==> src/hw/rcc_pkg.sv <==
`default_nettype none

package rcc_pkg;

  // ========================================
  // default durations in i_clk cycles
  // ========================================
  // domain reset hold after power ok
  localparam int D1_RST_CYCLES = 10;
  localparam int D2_RST_CYCLES = 10;
  // clock stays off this long after reset release
  localparam int CLK_ON_DELAY  = 8;

  // ========================================
  // bridge busy flags
  // ========================================
  localparam int NUM_BUSY      = 10;
  localparam int BUSY_AXI_D1   = 0;
  localparam int BUSY_AHB3_D1  = 1;
  localparam int BUSY_APB3_D1  = 2;
  localparam int BUSY_AHB1_D2  = 3;
  localparam int BUSY_AHB2_D2  = 4;
  localparam int BUSY_APB1_D2  = 5;
  localparam int BUSY_APB2_D2  = 6;
  localparam int BUSY_AHB4_D3  = 7;
  localparam int BUSY_APB4_D3  = 8;
  // flash sits in d1, no bridge enable of its own
  localparam int BUSY_FLASH    = 9;

  // bridge enables share the first nine busy positions
  localparam int NUM_BRIDGES   = 9;

  // per-cpu peripheral allocation
  localparam int NUM_ALLOC     = 6;
  localparam int ALLOC_AHB1    = 0;
  localparam int ALLOC_AHB2    = 1;
  localparam int ALLOC_AHB3    = 2;
  localparam int ALLOC_APB1    = 3;
  localparam int ALLOC_APB2    = 4;
  localparam int ALLOC_APB3    = 5;

endpackage

`default_nettype wire

==> src/hw/rcc_rst_if.sv <==
`timescale 1ns/1ps
`default_nettype none

interface rcc_rst_if;

  // active-low resets
  logic sys_rst_n;
  logic d1_rst_n;
  logic d2_rst_n;
  logic cpu1_rst_n;
  logic cpu2_rst_n;

  // high once the delay after reset release has run out
  logic sys_clk_on;
  logic d1_clk_on;
  logic d2_clk_on;
  logic cpu1_clk_on;
  logic cpu2_clk_on;

  // reset sequencer side
  modport seq (
    output sys_rst_n, d1_rst_n, d2_rst_n, cpu1_rst_n, cpu2_rst_n,
    output sys_clk_on, d1_clk_on, d2_clk_on, cpu1_clk_on, cpu2_clk_on
  );

  // clock enable side
  modport gate (
    input sys_rst_n, d1_rst_n, d2_rst_n, cpu1_rst_n, cpu2_rst_n,
    input sys_clk_on, d1_clk_on, d2_clk_on, cpu1_clk_on, cpu2_clk_on
  );

endinterface

`default_nettype wire

==> src/hw/rcc_clk_enable.sv <==
`timescale 1ns/1ps
`default_nettype none

module rcc_clk_enable (
  rcc_rst_if.gate                         rst,
  input  logic                            i_d1_req,
  input  logic                            i_d2_req,
  input  logic                            i_d3_req,
  input  logic                            i_c1_sleep,
  input  logic                            i_c1_deepsleep,
  input  logic                            i_c2_sleep,
  input  logic                            i_c2_deepsleep,
  input  logic [rcc_pkg::NUM_ALLOC-1:0]   i_c1_alloc,
  input  logic [rcc_pkg::NUM_ALLOC-1:0]   i_c2_alloc,
  input  logic [rcc_pkg::NUM_BUSY-1:0]    i_busy,
  output logic                            o_sys_clk_en,
  output logic                            o_c1_clk_en,
  output logic                            o_c2_clk_en,
  output logic [rcc_pkg::NUM_BRIDGES-1:0] o_bridge_clk_en
);

  logic sys_on;
  logic d1_on;
  logic d2_on;
  logic cpu1_on;
  logic cpu2_on;
  logic sys_en;
  logic d1_bus_en;
  logic d2_bus_en;
  logic d3_bus_en;
  logic sleepmode1;
  logic sleepmode2;
  logic axi_en;
  logic ahb3_en;
  logic apb3_en;
  logic ahb1_en;
  logic ahb2_en;
  logic apb1_en;
  logic apb2_en;

  // bridge stays on for its owner awake, either cpu in light sleep with
  // the bus allocated, or a transfer still in flight
  function automatic logic bridge_on(input logic own_awake, input logic own_sm,
                                     input logic own_alloc, input logic oth_sm,
                                     input logic oth_alloc, input logic busy);
    return own_awake || (own_sm && own_alloc) || (oth_sm && oth_alloc) || busy;
  endfunction

  // flags only count while their reset is released
  assign sys_on  = rst.sys_rst_n && rst.sys_clk_on;
  assign d1_on   = rst.d1_rst_n && rst.d1_clk_on;
  assign d2_on   = rst.d2_rst_n && rst.d2_clk_on;
  assign cpu1_on = rst.cpu1_rst_n && rst.cpu1_clk_on;
  assign cpu2_on = rst.cpu2_rst_n && rst.cpu2_clk_on;

  // ========================================
  // system, cpu and domain bus enables
  // ========================================
  assign sys_en      = !i_d3_req && sys_on;
  assign o_c1_clk_en = !i_c1_sleep && !i_c1_deepsleep && cpu1_on;
  assign o_c2_clk_en = !i_c2_sleep && !i_c2_deepsleep && cpu2_on;

  // bus clock off while its stop request is pending
  assign d1_bus_en = !i_d1_req && d1_on;
  assign d2_bus_en = !i_d2_req && d2_on;
  assign d3_bus_en = sys_en;

  // plain sleep, not deepsleep
  assign sleepmode1 = i_c1_sleep && !i_c1_deepsleep;
  assign sleepmode2 = i_c2_sleep && !i_c2_deepsleep;

  // ========================================
  // d2 bridges, owned by c2
  // ========================================
  assign apb1_en = d2_bus_en && bridge_on(!i_c2_sleep, sleepmode2, i_c2_alloc[rcc_pkg::ALLOC_APB1],
                   sleepmode1, i_c1_alloc[rcc_pkg::ALLOC_APB1], i_busy[rcc_pkg::BUSY_APB1_D2]);
  assign apb2_en = d2_bus_en && bridge_on(!i_c2_sleep, sleepmode2, i_c2_alloc[rcc_pkg::ALLOC_APB2],
                   sleepmode1, i_c1_alloc[rcc_pkg::ALLOC_APB2], i_busy[rcc_pkg::BUSY_APB2_D2]);
  assign ahb2_en = d2_bus_en && bridge_on(!i_c2_sleep, sleepmode2, i_c2_alloc[rcc_pkg::ALLOC_AHB2],
                   sleepmode1, i_c1_alloc[rcc_pkg::ALLOC_AHB2], i_busy[rcc_pkg::BUSY_AHB2_D2]);
  // apb1 and apb2 hang off ahb1
  assign ahb1_en = d2_bus_en && (apb1_en || apb2_en ||
                   bridge_on(!i_c2_sleep, sleepmode2, i_c2_alloc[rcc_pkg::ALLOC_AHB1],
                   sleepmode1, i_c1_alloc[rcc_pkg::ALLOC_AHB1], i_busy[rcc_pkg::BUSY_AHB1_D2]));

  // ========================================
  // d1 bridges, owned by c1
  // ========================================
  assign apb3_en = d1_bus_en && bridge_on(!i_c1_sleep, sleepmode1, i_c1_alloc[rcc_pkg::ALLOC_APB3],
                   sleepmode2, i_c2_alloc[rcc_pkg::ALLOC_APB3], i_busy[rcc_pkg::BUSY_APB3_D1]);
  // apb3 sits behind ahb3, flash too
  assign ahb3_en = d1_bus_en && (apb3_en || i_busy[rcc_pkg::BUSY_FLASH] ||
                   bridge_on(!i_c1_sleep, sleepmode1, i_c1_alloc[rcc_pkg::ALLOC_AHB3],
                   sleepmode2, i_c2_alloc[rcc_pkg::ALLOC_AHB3], i_busy[rcc_pkg::BUSY_AHB3_D1]));
  assign axi_en  = d1_bus_en && (!i_c1_sleep || i_busy[rcc_pkg::BUSY_AXI_D1]);

  assign o_sys_clk_en = sys_en;

  assign o_bridge_clk_en[rcc_pkg::BUSY_AXI_D1]  = axi_en;
  assign o_bridge_clk_en[rcc_pkg::BUSY_AHB3_D1] = ahb3_en;
  assign o_bridge_clk_en[rcc_pkg::BUSY_APB3_D1] = apb3_en;
  assign o_bridge_clk_en[rcc_pkg::BUSY_AHB1_D2] = ahb1_en;
  assign o_bridge_clk_en[rcc_pkg::BUSY_AHB2_D2] = ahb2_en;
  assign o_bridge_clk_en[rcc_pkg::BUSY_APB1_D2] = apb1_en;
  assign o_bridge_clk_en[rcc_pkg::BUSY_APB2_D2] = apb2_en;
  // d3 bridges just follow the system enable
  assign o_bridge_clk_en[rcc_pkg::BUSY_AHB4_D3] = d3_bus_en;
  assign o_bridge_clk_en[rcc_pkg::BUSY_APB4_D3] = d3_bus_en;

endmodule

`default_nettype wire

==> src/hw/rcc_clk_rst_ctrl.sv <==
`timescale 1ns/1ps
`default_nettype none

module rcc_clk_rst_ctrl #(
  parameter int D1_RST_CYCLES = rcc_pkg::D1_RST_CYCLES,
  parameter int D2_RST_CYCLES = rcc_pkg::D2_RST_CYCLES,
  parameter int CLK_ON_DELAY  = rcc_pkg::CLK_ON_DELAY
) (
  input  logic                            i_clk,
  input  logic                            i_reset,
  // reset sources and readiness
  input  logic                            i_nrst,
  input  logic                            i_por_rst,
  input  logic                            i_vcore_ok,
  input  logic                            i_obl_done,
  input  logic                            i_hsi_rdy,
  input  logic                            i_flash_power_ok,
  input  logic                            i_d1_ok,
  input  logic                            i_d2_ok,
  input  logic                            i_wwdg1_rst,
  input  logic                            i_wwdg2_rst,
  input  logic                            i_arcg_on,
  // cpu low-power state
  input  logic                            i_c1_sleep,
  input  logic                            i_c1_deepsleep,
  input  logic                            i_c2_sleep,
  input  logic                            i_c2_deepsleep,
  input  logic                            i_d3_deepsleep,
  input  logic                            i_c1_alloc_d2,
  input  logic                            i_c2_alloc_d1,
  // power controller wakeups
  input  logic                            i_d1_wkup,
  input  logic                            i_d2_wkup,
  input  logic                            i_d3_wkup,
  input  logic [rcc_pkg::NUM_BUSY-1:0]    i_busy,
  input  logic [rcc_pkg::NUM_ALLOC-1:0]   i_c1_alloc,
  input  logic [rcc_pkg::NUM_ALLOC-1:0]   i_c2_alloc,
  output logic                            o_sys_rst_n,
  output logic                            o_d1_rst_n,
  output logic                            o_d2_rst_n,
  output logic                            o_cpu1_rst_n,
  output logic                            o_cpu2_rst_n,
  output logic                            o_d1_bus_rst_n,
  output logic                            o_d2_bus_rst_n,
  output logic                            o_d3_bus_rst_n,
  // stop requests to the power controller
  output logic                            o_d1_req,
  output logic                            o_d2_req,
  output logic                            o_d3_req,
  output logic                            o_sys_clk_en,
  output logic                            o_c1_clk_en,
  output logic                            o_c2_clk_en,
  output logic [rcc_pkg::NUM_BRIDGES-1:0] o_bridge_clk_en
);

  rcc_rst_if rst_bus ();

  rcc_reset_seq #(
    .D1_RST_CYCLES (D1_RST_CYCLES),
    .D2_RST_CYCLES (D2_RST_CYCLES),
    .CLK_ON_DELAY  (CLK_ON_DELAY)
  ) u_reset_seq (
    .i_clk            (i_clk),
    .i_reset          (i_reset),
    .i_nrst           (i_nrst),
    .i_por_rst        (i_por_rst),
    .i_vcore_ok       (i_vcore_ok),
    .i_obl_done       (i_obl_done),
    .i_hsi_rdy        (i_hsi_rdy),
    .i_flash_power_ok (i_flash_power_ok),
    .i_d1_ok          (i_d1_ok),
    .i_d2_ok          (i_d2_ok),
    .i_wwdg1_rst      (i_wwdg1_rst),
    .i_wwdg2_rst      (i_wwdg2_rst),
    .i_arcg_on        (i_arcg_on),
    .rst              (rst_bus.seq)
  );

  rcc_stop_req u_stop_req (
    .i_clk          (i_clk),
    .i_reset        (i_reset),
    .i_c1_deepsleep (i_c1_deepsleep),
    .i_c2_deepsleep (i_c2_deepsleep),
    .i_d3_deepsleep (i_d3_deepsleep),
    .i_c1_alloc_d2  (i_c1_alloc_d2),
    .i_c2_alloc_d1  (i_c2_alloc_d1),
    .i_busy         (i_busy),
    .i_d1_wkup      (i_d1_wkup),
    .i_d2_wkup      (i_d2_wkup),
    .i_d3_wkup      (i_d3_wkup),
    .o_d1_req       (o_d1_req),
    .o_d2_req       (o_d2_req),
    .o_d3_req       (o_d3_req)
  );

  // enables see the requests as registered outputs
  rcc_clk_enable u_clk_enable (
    .rst             (rst_bus.gate),
    .i_d1_req        (o_d1_req),
    .i_d2_req        (o_d2_req),
    .i_d3_req        (o_d3_req),
    .i_c1_sleep      (i_c1_sleep),
    .i_c1_deepsleep  (i_c1_deepsleep),
    .i_c2_sleep      (i_c2_sleep),
    .i_c2_deepsleep  (i_c2_deepsleep),
    .i_c1_alloc      (i_c1_alloc),
    .i_c2_alloc      (i_c2_alloc),
    .i_busy          (i_busy),
    .o_sys_clk_en    (o_sys_clk_en),
    .o_c1_clk_en     (o_c1_clk_en),
    .o_c2_clk_en     (o_c2_clk_en),
    .o_bridge_clk_en (o_bridge_clk_en)
  );

  assign o_sys_rst_n  = rst_bus.sys_rst_n;
  assign o_d1_rst_n   = rst_bus.d1_rst_n;
  assign o_d2_rst_n   = rst_bus.d2_rst_n;
  assign o_cpu1_rst_n = rst_bus.cpu1_rst_n;
  assign o_cpu2_rst_n = rst_bus.cpu2_rst_n;

  // bus resets need the system reset released as well
  assign o_d1_bus_rst_n = rst_bus.sys_rst_n && rst_bus.d1_rst_n;
  assign o_d2_bus_rst_n = rst_bus.sys_rst_n && rst_bus.d2_rst_n;
  assign o_d3_bus_rst_n = rst_bus.sys_rst_n;

endmodule

`default_nettype wire

==> src/hw/rcc_reset_seq.sv <==
`timescale 1ns/1ps
`default_nettype none

module rcc_reset_seq #(
  parameter int D1_RST_CYCLES = rcc_pkg::D1_RST_CYCLES,
  parameter int D2_RST_CYCLES = rcc_pkg::D2_RST_CYCLES,
  parameter int CLK_ON_DELAY  = rcc_pkg::CLK_ON_DELAY
) (
  input  logic   i_clk,
  input  logic   i_reset,
  input  logic   i_nrst,
  input  logic   i_por_rst,
  input  logic   i_vcore_ok,
  input  logic   i_obl_done,
  input  logic   i_hsi_rdy,
  input  logic   i_flash_power_ok,
  input  logic   i_d1_ok,
  input  logic   i_d2_ok,
  input  logic   i_wwdg1_rst,
  input  logic   i_wwdg2_rst,
  input  logic   i_arcg_on,
  rcc_rst_if.seq rst
);

  // counter widths sized to hold the terminal value
  localparam int DOM_MAX = (D1_RST_CYCLES > D2_RST_CYCLES) ? D1_RST_CYCLES : D2_RST_CYCLES;
  localparam int DOM_W   = $clog2(DOM_MAX + 1);
  localparam int CON_W   = $clog2(CLK_ON_DELAY + 1);
  localparam logic [CON_W-1:0] CON_END = CON_W'(CLK_ON_DELAY);

  logic       hw_init_done;
  logic       sys_rst_n_q;
  logic       cpu1_rst_n;
  logic       cpu2_rst_n;
  // index 0 is d1, index 1 is d2
  logic [1:0] dom_ok;
  logic [1:0] dom_rel_en;
  logic [1:0] dom_rst_n;
  // sys, d1, d2, cpu1, cpu2 from bit 0 up
  logic [4:0] src_rst_n;
  logic [4:0] clk_on;

  // ========================================
  // system reset
  // ========================================
  assign hw_init_done = !i_por_rst && i_vcore_ok && i_obl_done;

  // held low until hw init done and pin released
  always_ff @(posedge i_clk) begin
    if (i_reset || !i_nrst || !hw_init_done) begin
      sys_rst_n_q <= 1'b0;
    end else begin
      sys_rst_n_q <= i_hsi_rdy && i_flash_power_ok;
    end
  end

  // ========================================
  // domain resets
  // ========================================
  assign dom_ok     = {i_d2_ok, i_d1_ok};
  // flash lives in d1 so d1 also waits for flash power
  assign dom_rel_en = {1'b1, i_flash_power_ok};

  for (genvar g = 0; g < 2; g++) begin : g_dom
    localparam logic [DOM_W-1:0] DOM_END = DOM_W'((g == 0) ? D1_RST_CYCLES : D2_RST_CYCLES);
    logic [DOM_W-1:0] cnt_q;
    logic             rst_n_q;

    // count up while power ok, park at the end value
    always_ff @(posedge i_clk) begin
      if (i_reset || !dom_ok[g]) begin
        cnt_q   <= '0;
        rst_n_q <= 1'b0;
      end else begin
        if (cnt_q != DOM_END) begin
          cnt_q <= cnt_q + DOM_W'(1);
        end
        if (dom_rel_en[g]) begin
          rst_n_q <= (cnt_q == DOM_END);
        end
      end
    end

    assign dom_rst_n[g] = rst_n_q;
  end

  // cpu resets also drop on watchdog
  assign cpu1_rst_n = sys_rst_n_q && dom_rst_n[0] && !i_wwdg1_rst;
  assign cpu2_rst_n = sys_rst_n_q && dom_rst_n[1] && !i_wwdg2_rst;

  // ========================================
  // clock-on delay after reset release
  // ========================================
  assign src_rst_n = {cpu2_rst_n, cpu1_rst_n, dom_rst_n[1], dom_rst_n[0], sys_rst_n_q};

  for (genvar k = 0; k < 5; k++) begin : g_con
    logic [CON_W-1:0] cnt_q;

    always_ff @(posedge i_clk) begin
      if (i_reset || !src_rst_n[k]) begin
        cnt_q <= '0;
      end else if (cnt_q != CON_END) begin
        cnt_q <= cnt_q + CON_W'(1);
      end
    end

    // arcg off means the clock follows the reset directly
    assign clk_on[k] = src_rst_n[k] && (!i_arcg_on || (cnt_q == CON_END));
  end

  assign rst.sys_rst_n   = sys_rst_n_q;
  assign rst.d1_rst_n    = dom_rst_n[0];
  assign rst.d2_rst_n    = dom_rst_n[1];
  assign rst.cpu1_rst_n  = cpu1_rst_n;
  assign rst.cpu2_rst_n  = cpu2_rst_n;
  assign rst.sys_clk_on  = clk_on[0];
  assign rst.d1_clk_on   = clk_on[1];
  assign rst.d2_clk_on   = clk_on[2];
  assign rst.cpu1_clk_on = clk_on[3];
  assign rst.cpu2_clk_on = clk_on[4];

endmodule

`default_nettype wire

==> src/hw/rcc_stop_req.sv <==
`timescale 1ns/1ps
`default_nettype none

module rcc_stop_req (
  input  logic                         i_clk,
  input  logic                         i_reset,
  input  logic                         i_c1_deepsleep,
  input  logic                         i_c2_deepsleep,
  input  logic                         i_d3_deepsleep,
  input  logic                         i_c1_alloc_d2,
  input  logic                         i_c2_alloc_d1,
  input  logic [rcc_pkg::NUM_BUSY-1:0] i_busy,
  input  logic                         i_d1_wkup,
  input  logic                         i_d2_wkup,
  input  logic                         i_d3_wkup,
  output logic                         o_d1_req,
  output logic                         o_d2_req,
  output logic                         o_d3_req
);

  logic       d1_busy;
  logic       d2_busy;
  logic       d3_busy;
  // bit 0 d1, bit 1 d2, bit 2 d3
  logic [2:0] req_set;
  logic [2:0] wkup;
  logic [2:0] req_q;

  // ========================================
  // domain busy
  // ========================================
  // flash counts toward d1
  assign d1_busy = i_busy[rcc_pkg::BUSY_AXI_D1] || i_busy[rcc_pkg::BUSY_AHB3_D1] ||
                   i_busy[rcc_pkg::BUSY_APB3_D1] || i_busy[rcc_pkg::BUSY_FLASH];
  assign d2_busy = i_busy[rcc_pkg::BUSY_AHB1_D2] || i_busy[rcc_pkg::BUSY_AHB2_D2] ||
                   i_busy[rcc_pkg::BUSY_APB1_D2] || i_busy[rcc_pkg::BUSY_APB2_D2];
  // d3 serves both other domains
  assign d3_busy = d1_busy || d2_busy ||
                   i_busy[rcc_pkg::BUSY_AHB4_D3] || i_busy[rcc_pkg::BUSY_APB4_D3];

  // ========================================
  // stop conditions
  // ========================================
  // c1 stopped and c2 either stopped or owns nothing in d1
  assign req_set[0] = i_c1_deepsleep && (!i_c2_alloc_d1 || i_c2_deepsleep) && !d1_busy;
  // mirror for d2
  assign req_set[1] = i_c2_deepsleep && (!i_c1_alloc_d2 || i_c1_deepsleep) && !d2_busy;
  // whole system stop
  assign req_set[2] = i_c1_deepsleep && i_c2_deepsleep && i_d3_deepsleep && !d3_busy;

  assign wkup = {i_d3_wkup, i_d2_wkup, i_d1_wkup};

  // request holds until wakeup, set beats wakeup
  always_ff @(posedge i_clk) begin
    if (i_reset) begin
      req_q <= '0;
    end else begin
      req_q <= req_set | (req_q & ~wkup);
    end
  end

  assign o_d1_req = req_q[0];
  assign o_d2_req = req_q[1];
  assign o_d3_req = req_q[2];

endmodule

`default_nettype wire

==> config.mk <==
export PLATFORM = sky130hd
export DESIGN_NAME = rcc_clk_rst_ctrl
export DESIGN_NICKNAME = d
export VERILOG_FILES = /design/src/hw/rcc_pkg.sv /design/src/hw/rcc_rst_if.sv /design/src/hw/rcc_clk_enable.sv /design/src/hw/rcc_clk_rst_ctrl.sv /design/src/hw/rcc_reset_seq.sv /design/src/hw/rcc_stop_req.sv
export SDC_FILE = /design/constraint.sdc
export NUM_CORES = 1
export LEC_CHECK = 0
export BUFFER_PORTS_ARGS = -buffer_cell sky130_fd_sc_hd__buf_4
export CAP_MARGIN = 20
export CORE_MARGIN = 2
export CORE_UTILIZATION = 40
export CTS_BUF_LIST = sky130_fd_sc_hd__clkbuf_16
export DETAILED_ROUTE_END_ITERATION = 7
export GPL_TIMING_DRIVEN = 0
export PLACE_DENSITY = 0.72
export SETUP_SLACK_MARGIN = 0.15
export SYNTH_ARGS = -nofsm -noshare
export SYNTH_HDL_FRONTEND = slang
export SYNTH_SLANG_ARGS = --single-unit
==> constraint.sdc <==
create_clock -name i_clk -period 1.45 [get_ports i_clk]
set_input_delay 0.2175 -clock i_clk [delete_from_list [all_inputs] [get_ports i_clk]]
set_output_delay 0.2175 -clock i_clk [all_outputs]
set_load 0.1 [all_outputs]
==> impl_results.md <==
- Critical Path AT: 1.68 ns
- Min Tclk post-route: 1.90 ns
- Worst Path Required: 1.23 ns
- Via density: 4.73
- Reg-to-reg endpoint: u_reset_seq.g_con[3].cnt_q[1]
- N_diodes: 0
- Setup violators final: 12
- H-tree levels: 2
- Number of synthesized flops with an enable pin: 0
- Seq/Total Area, Yosys: 34.8%
- Final ANT Viol Nets: 0
- Max Fclk: 527 MHz
- Max transition margin: 59.9%
- Critical path capture point: o_bridge_clk_en[3]
- Max clock buf depth: 2
- Hold buffers post-CTS: 0
- Largest net degree at the start of global routing: 12
- Sw frac: 22.3%
- Worst Setup SP: u_reset_seq.g_con[2].cnt_q[0]
- Initial core utilization: 41.4%
- Comb pwr share: 9.3%
- Total wire length: 4.92 mm
- DP Area: 0.00271 mm²
- Flop pwr share: 43.6%
- Setup WS post-layout: -0.448 ns
- Post-synthesis average cell area: 8.72 µm²
- Mapped cell area: 0.00195 mm²
- RSZ-0062 raised after global routing: yes
- Synth cell count leaders: nor2_1, dfxtp_1, inv_1
- Clock sinks: 34
- Fin nets: 372
- DR vias: 1801
- FF-to-FF Start: u_reset_seq.g_con[3].cnt_q[0]
- Global Route Usage Sum: 18.7%
- Crit path launch type: flip-flop
- Port-buffer cells: 66
- Vias in the first global route: 1731
- Clock share of power: 47.1%
- Initial DRC Count: 36
- Wire length of the first global-routing pass: 7.68 mm
- CTS clk-pin slew, worst paths: 0.05 ns
- Die X: 73.9 µm
- DRC: 0
- Clock tree from TritonCTS: built
- Yosys cell types: 36
- Ys async rst share: 0%
- R2R Setup Slk: 0.20 ns
- Crit path max fanout: 4
- Mapped Cells: 224
- Root buffer cell: clkbuf_16
- Reg2Reg Depth: 6
- DIE AREA: 0.00546 mm²
- Clock Latency Late Sink: 0.28 ns
- Area share of the largest cell type after synthesis: 34.8%
- Initial antenna violation count: 0
- Routability cong.: 0.768
- Synth Flop Type: dfxtp_1
- Post-synth net total: 283
- Pwr dens: 664 mW/mm²
- CP Capture Type: output port
- CP Class: reg -> out
- Fin. max-slew vios: 0
- Layout cells sized above 1: 49.0%
- Ranking of synthesized cells by area: dfxtp_1, ha_1, nor2_1
- Tcrit/Tclk final: 131%
- DRT Pass-1 Iters: 4
- Final hold vios: 0
- Area growth syn-to-layout: 65.9%
- Top-count cell post-synth: nor2_1
- Area leader, netlist: dfxtp_1
- Die Ht: 73.9 µm
- Row cnt: 25
- Worst hold slack: 0.179 ns
- P_leak: 0.00141 µW
- Layout Skew: 0.00540 ns
- CTS Buf Count: 5
- Synth Register Bits: 34
- Worst-margin pin slew: 0.599 ns
- Post-route design area: 0.00324 mm²
- Fin util: 68.6%
- Synth Warn #: 0
- Final HPWL DP: 3.47 mm
- Core box area: 0.00472 mm²
- # IOs: 68
- Fin cells: 381
- Failing checks: setup timing
- Placed insts: 357
- Average wire per standard cell: 12.9 µm
- Filler cells: 364
- Sw power: 480 µW
- VDD IR max: 597 µV
- GR Overflow Total: 0
- Min-Delay Path Class: in -> reg
- Number of max-cap violations: 0
- Internal Power: 1670 µW
- Outcome: finished, violations left
## sequential cells by signal (all words and copies together), names as in the netlist
register,count
u_reset_seq.g_con.cnt_q,20
u_reset_seq.g_dom.cnt_q,8
u_stop_req.req_q,3
u_reset_seq.rst.d1_rst_n,1
u_reset_seq.rst.d2_rst_n,1
u_reset_seq.rst.sys_rst_n,1
## power by group through the flow
stage | registers [µW] | clock network, µW | logic (µW)
global route | 939 | 1080 | 217
global placement | 962 | 0 | 191
floorplan | 967 | 0 | 65.8
detailed placement | 962 | 0 | 192
finish | 938 | 1020 | 199
CTS | 940 | 1040 | 195
## cell type report
type / instances / area [µm²] / share of cell area [%]
multi-input cells: 155 / 1250 / 38.6
inverters: 22 / 82.6 / 2.55
clock buffers: 5 / 125 / 3.86
clock inverters: 3 / 17.5 / 0.540
repair buffers: 82 / 818 / 25.2
flip-flops and latches: 34 / 713 / 22.0
plain buffers: 13 / 151 / 4.67
well taps: 67 / 83.8 / 2.59
## stage by stage
stage	power [µW]	setup TNS (ns)	setup slack [ns]
4_1_cts	2170	-4.32	-0.485
5_1_grt	2230	-4.69	-0.487
3_3_place_gp	1150	-2.27	-0.311
3_5_place_dp	1150	-2.30	-0.303
6_report	2150	-4.06	-0.448
2_1_floorplan	1030	-2.41	-0.409
## worst max-delay path: stages (launching register included)
cell and delay (ns):
dfxtp_4 0.34, inv_2 0.05, ha_4 0.13, nand3b_4 0.08, a211o_4 0.36, a31oi_4 0.15
buf_6 0.12, buf_12 0.16
## routing by layer
metal,wire length (µm),part of all wire [%],global-route usage (%),vias to the layer above
met5,0,0,0,-
met4,57,1.2,5.86,0
met3,269,5.5,5.90,7
li1,-,-,-,912
met1,2050,42,21.6,842
met2,2540,52,32.7,40
## repair_timing
| action | 4_1_cts | 5_1_grt |
|---|---|---|
| pin swaps | 4 | 3 |
| gates resized for setup | 42 | 25 |
| setup buffers | 12 | 4 |
| gates cloned | 0 | 0 |
| endpoints found under the setup margin | 16 | 23 |
## worst min path at each step
stage | from | endpoint | slack, ns | cells past startpoint
finish | i_d3_wkup | u_stop_req.req_q[2] | 0.18 | 4
global route | i_d3_wkup | u_stop_req.req_q[2] | 0.19 | 4
CTS | i_d3_wkup | u_stop_req.req_q[2] | 0.18 | 4
detailed placement | u_stop_req.req_q[2] | u_stop_req.req_q[2] | 0.45 | 2
global placement | u_stop_req.req_q[2] | u_stop_req.req_q[2] | 0.45 | 2
floorplan | i_nrst | u_reset_seq.rst.sys_rst_n | 0.35 | 2
## layout by cell type (no fill, tap or decap), drive strengths merged, types with 4 or more instances in the layout
master / n
ha: 14
nor2: 37
mux2i: 6
inv: 23
buf: 95
nand3: 8
dfxtp: 34
xnor2: 8
nor2b: 7
xor2: 10
clkbuf: 5
nand3b: 10
nand2b: 12
a2111oi: 4
a21oi: 9
nand2: 9
## logic make-up (layout without fill, tap and decap cells)
logic type | after synthesis | in the layout | share of synthesized area [%]
multiplexers | 6 | 6 | 3.07
buffers and inverters | 35 | 125 | 9.15
flip-flops | 34 | 34 | 34.8
AO/OA/AOI/OAI | 23 | 23 | 8.96
AND/OR/NAND/NOR | 94 | 94 | 27.0
adder cells (fa/ha/maj) | 14 | 14 | 8.96
XOR/XNOR | 18 | 18 | 8.07
(Power assumes the default switching activity.)
